`config.mk`:
```
export PLATFORM = sky130hd
export DESIGN_NAME = glb_tile
export DESIGN_NICKNAME = d
export VERILOG_FILES = /design/src/glb_cfg_pkg.sv /design/src/glb_pkg.sv /design/src/glb_bank.sv /design/src/glb_strm_reader.sv /design/src/glb_tile.sv /design/src/glb_tile_cfg.sv
export VERILOG_INCLUDE_DIRS = /design/src
export SDC_FILE = /design/constraint.sdc
export NUM_CORES = 2
export LEC_CHECK = 0
export BUFFER_PORTS_ARGS = -buffer_cell sky130_fd_sc_hd__clkbuf_2
export CAP_MARGIN = 20
export CORE_MARGIN = 5
export CORE_UTILIZATION = 45
export DETAILED_ROUTE_END_ITERATION = 6
export PLACE_DENSITY = 0.7
export SKIP_LAST_GASP = 1
export SYNTH_ARGS = -nofsm -noshare
export SYNTH_HDL_FRONTEND = slang
export SYNTH_SLANG_ARGS = --single-unit
```
`constraint.sdc`:
```
create_clock -name clk -period 7.25 [get_ports clk]
set_input_delay 1.0875 -clock clk [delete_from_list [all_inputs] [get_ports clk]]
set_output_delay 1.0875 -clock clk [all_outputs]
set_load 0.01 [all_outputs]
```
`src/glb_config.svh`:
```
// ==========================================================
// sizes for a 4-tile build; address splits assume a power of two
// for both the tile count and the bank depth
// ==========================================================
`ifndef GLB_CONFIG_SVH
`define GLB_CONFIG_SVH

// chain length and bank size
`define GLB_NUM_TILES 4
`define GLB_BANK_WORDS 64

// bank and stream word
`define GLB_DATA_WIDTH 32
`define GLB_STRB_WIDTH 4

// processor address is tile select over word index
`define GLB_ADDR_WIDTH 8
`define GLB_TILE_SEL_WIDTH 2
`define GLB_BANK_ADDR_WIDTH 6

// configuration address is tile select over register index
`define GLB_CFG_ADDR_WIDTH 8
`define GLB_CFG_DATA_WIDTH 32
`define GLB_CFG_IDX_WIDTH 6
`define GLB_CFG_NUM_REGS 2

// word count needs one bit more than the bank address
`define GLB_STRM_CNT_WIDTH 7

`endif

```
`src/glb_cfg_pkg.sv`:
```
// ==========================================================
// configuration packet and per-tile register types
// ==========================================================
`include "glb_config.svh"

package glb_cfg_pkg;

    // request and response share one packet
    typedef struct packed {
        logic                              wr_en;
        logic                              rd_en;
        logic [`GLB_CFG_ADDR_WIDTH-1:0]    addr;
        logic [`GLB_CFG_DATA_WIDTH-1:0]    wr_data;
        logic [`GLB_CFG_DATA_WIDTH-1:0]    rd_data;
        logic                              rd_data_valid;
    } cfg_packet_t;

    // register index inside a tile
    typedef enum logic [`GLB_CFG_IDX_WIDTH-1:0] {
        REG_STRM_START_ADDR = 0,
        REG_STRM_NUM_WORDS  = 1
    } cfg_reg_e;

    // streaming setup seen by the reader
    typedef struct packed {
        logic [`GLB_BANK_ADDR_WIDTH-1:0]   start_addr;
        logic [`GLB_STRM_CNT_WIDTH-1:0]    num_words;
    } tile_cfg_t;

endpackage

```
`src/glb_pkg.sv`:
```
// ==========================================================
// processor packet and stream word types; no handshake fields,
// every enable or valid is a single-cycle qualifier
// ==========================================================
`include "glb_config.svh"

package glb_pkg;

    // processor write request
    typedef struct packed {
        logic                          wr_en;
        logic [`GLB_STRB_WIDTH-1:0]    wr_strb;
        logic [`GLB_ADDR_WIDTH-1:0]    wr_addr;
        logic [`GLB_DATA_WIDTH-1:0]    wr_data;
    } proc_wr_t;

    // processor read request
    typedef struct packed {
        logic                          rd_en;
        logic [`GLB_ADDR_WIDTH-1:0]    rd_addr;
    } proc_rdrq_t;

    // read response, filled in by the owning tile
    typedef struct packed {
        logic [`GLB_DATA_WIDTH-1:0]    rd_data;
        logic                          rd_data_valid;
    } proc_rdrs_t;

    // one hop of the processor chain
    typedef struct packed {
        proc_wr_t                      wr;
        proc_rdrq_t                    rdrq;
        proc_rdrs_t                    rdrs;
    } proc_packet_t;

    // glb to fabric stream word
    typedef struct packed {
        logic [`GLB_DATA_WIDTH-1:0]    data;
        logic                          valid;
    } strm_out_t;

endpackage

```
`src/glb_bank.sv`:
```
// ==========================================================
// contents are unknown after power-up; both read ports return
// data one cycle after the address, old data on a same-edge write
// ==========================================================
`timescale 1ns/1ps
`include "glb_config.svh"

module glb_bank (
    input  logic                               clk,

    // processor write port
    input  logic                               wr_en,
    input  logic [`GLB_STRB_WIDTH-1:0]         wr_strb,
    input  logic [`GLB_BANK_ADDR_WIDTH-1:0]    wr_addr,
    input  logic [`GLB_DATA_WIDTH-1:0]         wr_data,

    // read ports
    input  logic [`GLB_BANK_ADDR_WIDTH-1:0]    proc_rd_addr,
    input  logic [`GLB_BANK_ADDR_WIDTH-1:0]    strm_rd_addr,
    output logic [`GLB_DATA_WIDTH-1:0]         proc_rd_data,
    output logic [`GLB_DATA_WIDTH-1:0]         strm_rd_data
);

localparam int DW    = `GLB_DATA_WIDTH;
localparam int SW    = `GLB_STRB_WIDTH;
localparam int WORDS = `GLB_BANK_WORDS;

logic [DW-1:0] mem [WORDS];

// byte-masked write
always_ff @(posedge clk) begin
    if (wr_en) begin
        for (int b = 0; b < SW; b++) begin
            if (wr_strb[b]) begin
                mem[wr_addr][b*8 +: 8] <= wr_data[b*8 +: 8];
            end
        end
    end
end

// two independent registered reads
always_ff @(posedge clk) begin
    proc_rd_data <= mem[proc_rd_addr];
    strm_rd_data <= mem[strm_rd_addr];
end

endmodule

```
`src/glb_strm_reader.sv`:
```
// ==========================================================
// a start pulse during a block is dropped; registers are only
// sampled at the pulse, so later writes affect the next block
// ==========================================================
`timescale 1ns/1ps
`include "glb_config.svh"

module glb_strm_reader (
    input  logic                               clk,
    input  logic                               rst_n,

    input  logic                               strm_start_pulse,
    input  glb_cfg_pkg::tile_cfg_t             tile_cfg,

    // bank stream read port
    output logic [`GLB_BANK_ADDR_WIDTH-1:0]    strm_rd_addr,
    input  logic [`GLB_DATA_WIDTH-1:0]         strm_rd_data,

    output glb_pkg::strm_out_t                 stream_g2f,
    output logic                               interrupt_pulse
);

localparam int BA = `GLB_BANK_ADDR_WIDTH;
localparam int CW = `GLB_STRM_CNT_WIDTH;

logic [BA-1:0] rd_addr_q;
logic [CW-1:0] remaining;
logic          busy;
logic          start;
logic          last_issue;
logic          issue_q;
logic          last_q;

// a block is in progress while words remain
assign busy       = (remaining != '0);
assign start      = strm_start_pulse && !busy && (tile_cfg.num_words != '0);
assign last_issue = busy && (remaining == CW'(1));

// address walk, wraps at the bank end
always_ff @(posedge clk or negedge rst_n) begin
    if (!rst_n) begin
        rd_addr_q <= '0;
        remaining <= '0;
    end else if (start) begin
        rd_addr_q <= tile_cfg.start_addr;
        remaining <= tile_cfg.num_words;
    end else if (busy) begin
        rd_addr_q <= rd_addr_q + BA'(1);
        remaining <= remaining - CW'(1);
    end
end

// bank data lands one cycle after the address
always_ff @(posedge clk or negedge rst_n) begin
    if (!rst_n) begin
        issue_q <= 1'b0;
        last_q  <= 1'b0;
    end else begin
        issue_q <= busy;
        last_q  <= last_issue;
    end
end

assign strm_rd_addr     = rd_addr_q;
assign stream_g2f.data  = strm_rd_data;
assign stream_g2f.valid = issue_q;
// interrupt rides with the last word
assign interrupt_pulse  = last_q;

endmodule

```
`src/glb_tile.sv`:
```
// ==========================================================
// every packet moves one tile east per clock with no back-pressure;
// only the tile named by the top address bits touches its bank
// ==========================================================
`timescale 1ns/1ps
`include "glb_config.svh"

module glb_tile #(
    parameter int unsigned TILE_ID = 0
) (
    input  logic                       clk,
    input  logic                       rst_n,

    // processor chain
    input  glb_pkg::proc_packet_t      proc_west,
    output glb_pkg::proc_packet_t      proc_east,

    // configuration chain
    input  glb_cfg_pkg::cfg_packet_t   cfg_west,
    output glb_cfg_pkg::cfg_packet_t   cfg_east,

    // streaming
    input  logic                       strm_start_pulse,
    output glb_pkg::strm_out_t         stream_g2f,
    output logic                       interrupt_pulse
);

localparam int AW = `GLB_ADDR_WIDTH;
localparam int TS = `GLB_TILE_SEL_WIDTH;
localparam int BA = `GLB_BANK_ADDR_WIDTH;
localparam logic [TS-1:0] TILE_SEL = TS'(TILE_ID);

logic                          wr_hit;
logic                          rd_hit;
logic                          rd_hit_q;
glb_pkg::proc_packet_t         proc_q;
logic [`GLB_DATA_WIDTH-1:0]    proc_rd_data;
logic [`GLB_DATA_WIDTH-1:0]    strm_rd_data;
logic [BA-1:0]                 strm_rd_addr;
glb_cfg_pkg::tile_cfg_t        tile_cfg;

// address match on the tile field
assign wr_hit = proc_west.wr.wr_en && (proc_west.wr.wr_addr[AW-1 -: TS] == TILE_SEL);
assign rd_hit = proc_west.rdrq.rd_en && (proc_west.rdrq.rd_addr[AW-1 -: TS] == TILE_SEL);

glb_bank glb_bank_i (
    .clk          (clk),
    .wr_en        (wr_hit),
    .wr_strb      (proc_west.wr.wr_strb),
    .wr_addr      (proc_west.wr.wr_addr[BA-1:0]),
    .wr_data      (proc_west.wr.wr_data),
    .proc_rd_addr (proc_west.rdrq.rd_addr[BA-1:0]),
    .strm_rd_addr (strm_rd_addr),
    .proc_rd_data (proc_rd_data),
    .strm_rd_data (strm_rd_data)
);

// packet hop, in step with the bank read latency
always_ff @(posedge clk or negedge rst_n) begin
    if (!rst_n) begin
        proc_q   <= '0;
        rd_hit_q <= 1'b0;
    end else begin
        proc_q   <= proc_west;
        rd_hit_q <= rd_hit;
    end
end

// substitute bank data into the response of our own read
always_comb begin
    proc_east = proc_q;
    if (rd_hit_q) begin
        proc_east.rdrs.rd_data       = proc_rd_data;
        proc_east.rdrs.rd_data_valid = 1'b1;
    end
end

glb_tile_cfg #(
    .TILE_ID (TILE_ID)
) glb_tile_cfg_i (
    .clk      (clk),
    .rst_n    (rst_n),
    .cfg_west (cfg_west),
    .cfg_east (cfg_east),
    .tile_cfg (tile_cfg)
);

glb_strm_reader glb_strm_reader_i (
    .clk              (clk),
    .rst_n            (rst_n),
    .strm_start_pulse (strm_start_pulse),
    .tile_cfg         (tile_cfg),
    .strm_rd_addr     (strm_rd_addr),
    .strm_rd_data     (strm_rd_data),
    .stream_g2f       (stream_g2f),
    .interrupt_pulse  (interrupt_pulse)
);

endmodule

```
`src/glb_tile_cfg.sv`:
```
// ==========================================================
// register reads return the value before a write in the same cycle;
// unmapped indices read as zero and ignore writes
// ==========================================================
`timescale 1ns/1ps
`include "glb_config.svh"

module glb_tile_cfg #(
    parameter int unsigned TILE_ID = 0
) (
    input  logic                       clk,
    input  logic                       rst_n,

    input  glb_cfg_pkg::cfg_packet_t   cfg_west,
    output glb_cfg_pkg::cfg_packet_t   cfg_east,
    output glb_cfg_pkg::tile_cfg_t     tile_cfg
);

localparam int AW = `GLB_CFG_ADDR_WIDTH;
localparam int DW = `GLB_CFG_DATA_WIDTH;
localparam int TS = `GLB_TILE_SEL_WIDTH;
localparam int IW = `GLB_CFG_IDX_WIDTH;
localparam int BA = `GLB_BANK_ADDR_WIDTH;
localparam int CW = `GLB_STRM_CNT_WIDTH;
localparam logic [TS-1:0] TILE_SEL = TS'(TILE_ID);

logic [IW-1:0] idx;
logic          hit;
logic          idx_mapped;
logic [DW-1:0] reg_rd_val;

assign idx        = cfg_west.addr[IW-1:0];
assign hit        = (cfg_west.addr[AW-1 -: TS] == TILE_SEL);
assign idx_mapped = (idx < IW'(`GLB_CFG_NUM_REGS));

// read mux, zero extended
always_comb begin
    reg_rd_val = '0;
    if (idx_mapped) begin
        case (glb_cfg_pkg::cfg_reg_e'(idx))
            glb_cfg_pkg::REG_STRM_START_ADDR: reg_rd_val = DW'(tile_cfg.start_addr);
            glb_cfg_pkg::REG_STRM_NUM_WORDS:  reg_rd_val = DW'(tile_cfg.num_words);
            default:                          reg_rd_val = '0;
        endcase
    end
end

// streaming registers
always_ff @(posedge clk or negedge rst_n) begin
    if (!rst_n) begin
        tile_cfg <= '0;
    end else if (hit && cfg_west.wr_en && idx_mapped) begin
        case (glb_cfg_pkg::cfg_reg_e'(idx))
            glb_cfg_pkg::REG_STRM_START_ADDR: tile_cfg.start_addr <= cfg_west.wr_data[BA-1:0];
            glb_cfg_pkg::REG_STRM_NUM_WORDS:  tile_cfg.num_words  <= cfg_west.wr_data[CW-1:0];
            default: ;
        endcase
    end
end

// one hop east; a read for this tile picks up its response here
always_ff @(posedge clk or negedge rst_n) begin
    if (!rst_n) begin
        cfg_east <= '0;
    end else begin
        cfg_east <= cfg_west;
        if (hit && cfg_west.rd_en) begin
            cfg_east.rd_data       <= reg_rd_val;
            cfg_east.rd_data_valid <= 1'b1;
        end
    end
end

endmodule

```
==> flow_metrics.tcl <==
set metrics [dict create \
    seq_area_frac_synth 0.657 \
    yosys_warnings 0 \
    wl_per_cell_um 37.8 \
    netlist_area_um2 103000 \
    ys_seq_elements 2303 \
    status "complete, but fails checks" \
    fmax_mhz 238 \
    tightestPinTransition_ns 1.21 \
    antenna_found_initial 28 \
    dpl.hpwl_um 214000 \
    power.leakage_nw 39.1 \
    slowest_stage "nand2_1" \
    cts_sinks 2303 \
    hold_path.class "input port to async pin" \
    die_h_um 488 \
    cts-resized-gates 0 \
    violations "DRC" \
    max_stage_delay_ns 0.78 \
    die_width_um 488 \
    rows 175 \
    slew_headroom 0.192 \
    maxSlewViolCount 0 \
    timing.final.crit_share 0.581 \
    drive_gt1_frac 0.336 \
    setup_viol 0 \
    post-route-min-period_ns 4.21 \
    dp.cells 8406 \
    start_util 0.452 \
    route.detailed.drc 279 \
    grt_max_degree 136 \
    root_buffer "clkbuf_16" \
    design_area_um2 116000 \
    fin_skew_ns 0.0759 \
    crit_chain "inv_4 -> buf_4 -> nand2_1 -> buf_4 -> o22ai_1 -> a211o_1 -> o22ai_1" \
    synth-edff-count 2048 \
    ys_dominant_reg_cell "edfxtp_1" \
    h-tree-depth 4 \
    nNetsFinal 5807 \
    place_area_um2 108000 \
    yosysUniqueCellTypes 54 \
    total_power_w 0.0284 \
    core-area_um2 227000 \
    async_flop_share 0.0829 \
    clock_latency_ns 0.90 \
    critPathArrivalTime_ns 4.89 \
    ir_drop_v 0.000236 \
    p_per_area_nw_per_um2 245 \
    fillers 17800 \
    hold_buffers 0 \
    final_antenna_net_count 0 \
    grt_usage 0.280 \
    crit_type "flip-flop to flip-flop" \
    synthCells 5365 \
    ctsLongestPathBuffers 3 \
    clk_pin_slew_ns 0.06 \
    gp_congestion 0.915 \
    finalNonFillerCells 8886 \
    cts_tree "built" \
    drt_iter0_markers 8676 \
    pin_count 361 \
    synth_nets 5533 \
    avgSynthCellArea_um2 19.2 \
    setup.worst_path.end_class "flip-flop" \
    finalWirelength_um 336000 \
    cts-buffers-inserted 234 \
    cts_setup_buffers 0 \
    die_area_um2 238000 \
    grt_setup_unrepaired "no" \
    maxCapViolations 0 \
    io_buffers 360 \
    syn_to_final_growth_pct 12.4 \
    grt_pass1_vias 60200 \
    setup_tns_ns 0 \
    vias_per_cell 6.75 \
    path_max_fanout 33 \
    num_vias 60000 \
    first_pass_iters 7 \
    gr-total-overflow 0 \
    hold_violations 0 \
    start_kind "flip-flop" \
    cp.required_ns 7.93 \
    grt_pass1_wl_um 467000 \
]
## layout by cell type, fill, tap and decap left out, drive strengths merged, types with 28 or more instances in the layout
cell type  count
diode         33
o221ai        32
mux2          55
nor2         309
buf          149
a22oi         97
a31oi         31
mux4        1031
o22ai        160
a21oi         91
mux2i        264
clkinv        81
dfrtp        191
edfxtp      2048
clkbuf       681
and2          28
a211o         31
o21ai         38
nand2        266
dfxtp         64
## stage by stage
step / hold WS (ns) / util / worst slack, ns
after floorplan: 0.483 / - / 4.23
after global placement: 0.516 / 0.473 / 2.77
after detailed placement: 0.525 / 0.473 / 2.79
after CTS: 0.207 / 0.508 / 3.17
after global routing: 0.208 / 0.508 / 3.08
final: 0.178 / 0.509 / 3.04
## synthesized netlist by cell type, types with 32 or more instances
master	instances	area [µm²]
o22ai_1	160	1000
nor2_1	309	1160
nand2_1	266	998
a21oi_1	91	455
o221ai_1	32	280
a22oi_1	97	728
buf_2	118	591
buf_1	46	173
mux2i_1	264	2640
mux2_2	55	619
dfrtp_1	191	4780
dfxtp_1	64	1280
buf_4	92	691
edfxtp_1	2048	61500
clkbuf_1	200	751
o21ai_0	38	190
mux4_2	1031	23200
## final timing paths
kind | startpoint | endpoint | slack, ns | cells past startpoint
worst max-delay path | glb_strm_reader_i.strm_rd_addr[2] | glb_bank_i.strm_rd_data[25] | 3.04 | 7
worst min-delay path | rst_n | proc_q[1] | 0.18 | 1
worst max register to register | glb_strm_reader_i.strm_rd_addr[2] | glb_bank_i.strm_rd_data[25] | 3.04 | 7
worst min register to register | glb_strm_reader_i.remaining[6] | glb_strm_reader_i.remaining[6] | 0.54 | 2
max in group asynchronous | rst_n | rd_hit_q | 5.79 | 2
min in group clk | cfg_west[46] | glb_tile_cfg_i.cfg_east[46] | 0.28 | 1
## worst max-delay path, delay by kind of cell, from the launching register on
family	cells	cell delay, ns
buffers and inverters	3	1.66
flip-flops	1	0.73
AND/OR/NAND/NOR	1	0.78
AO/OA/AOI/OAI	3	0.72
## state kept, by name (all words and copies together), names as in the netlist
signal,cells
glb_bank_i.mem,2048
glb_bank_i.proc_rd_data,32
glb_bank_i.strm_rd_data,32
glb_strm_reader_i.interrupt_pulse,1
glb_strm_reader_i.issue_q,1
glb_strm_reader_i.remaining,7
glb_strm_reader_i.strm_rd_addr,6
glb_tile_cfg_i.cfg_east,75
glb_tile_cfg_i.tile_cfg,13
proc_east,54
proc_q,33
rd_hit_q,1
## power breakdown
group	switching (W)	total, W	internal [W]
logic	0.000890	0.00138	0.000491
clock network	0.00532	0.0123	0.00702
registers	0.0000935	0.0146	0.0145
total	0.00631	0.0284	0.0221
## cell families (layout without fill, tap and decap cells)
logic type | after synthesis | in the layout | share of synthesized area
compound gates | 536 | 536 | 0.0346
xor+xnor | 3 | 3 | 0.000255
fa+ha+maj | 3 | 3 | 0.000365
buf+inv | 468 | 947 | 0.0223
flops | 2303 | 2303 | 0.657
mux | 1350 | 1350 | 0.257
other cells | 0 | 33 | 0
simple gates | 702 | 702 | 0.0285
## area by class of cell
type	count	area (µm²)	area share
antenna	33	82.6	0.000714
clock buffer	330	6520	0.0564
clock inverter	111	1350	0.0116
inverter	6	26.3	0.000227
multi-input combinational	2594	33100	0.286
sequential	2303	67600	0.584
tap	3009	3760	0.0325
timing repair buffer	500	3250	0.0281
## metal layers
layer | track usage | wire (µm)
met1 | 0.356 | 114000
met2 | 0.427 | 156000
met3 | 0.0913 | 44300
met4 | 0.152 | 21200
met5 | 0.00816 | 253
Power figures use the tool's default switching activity.
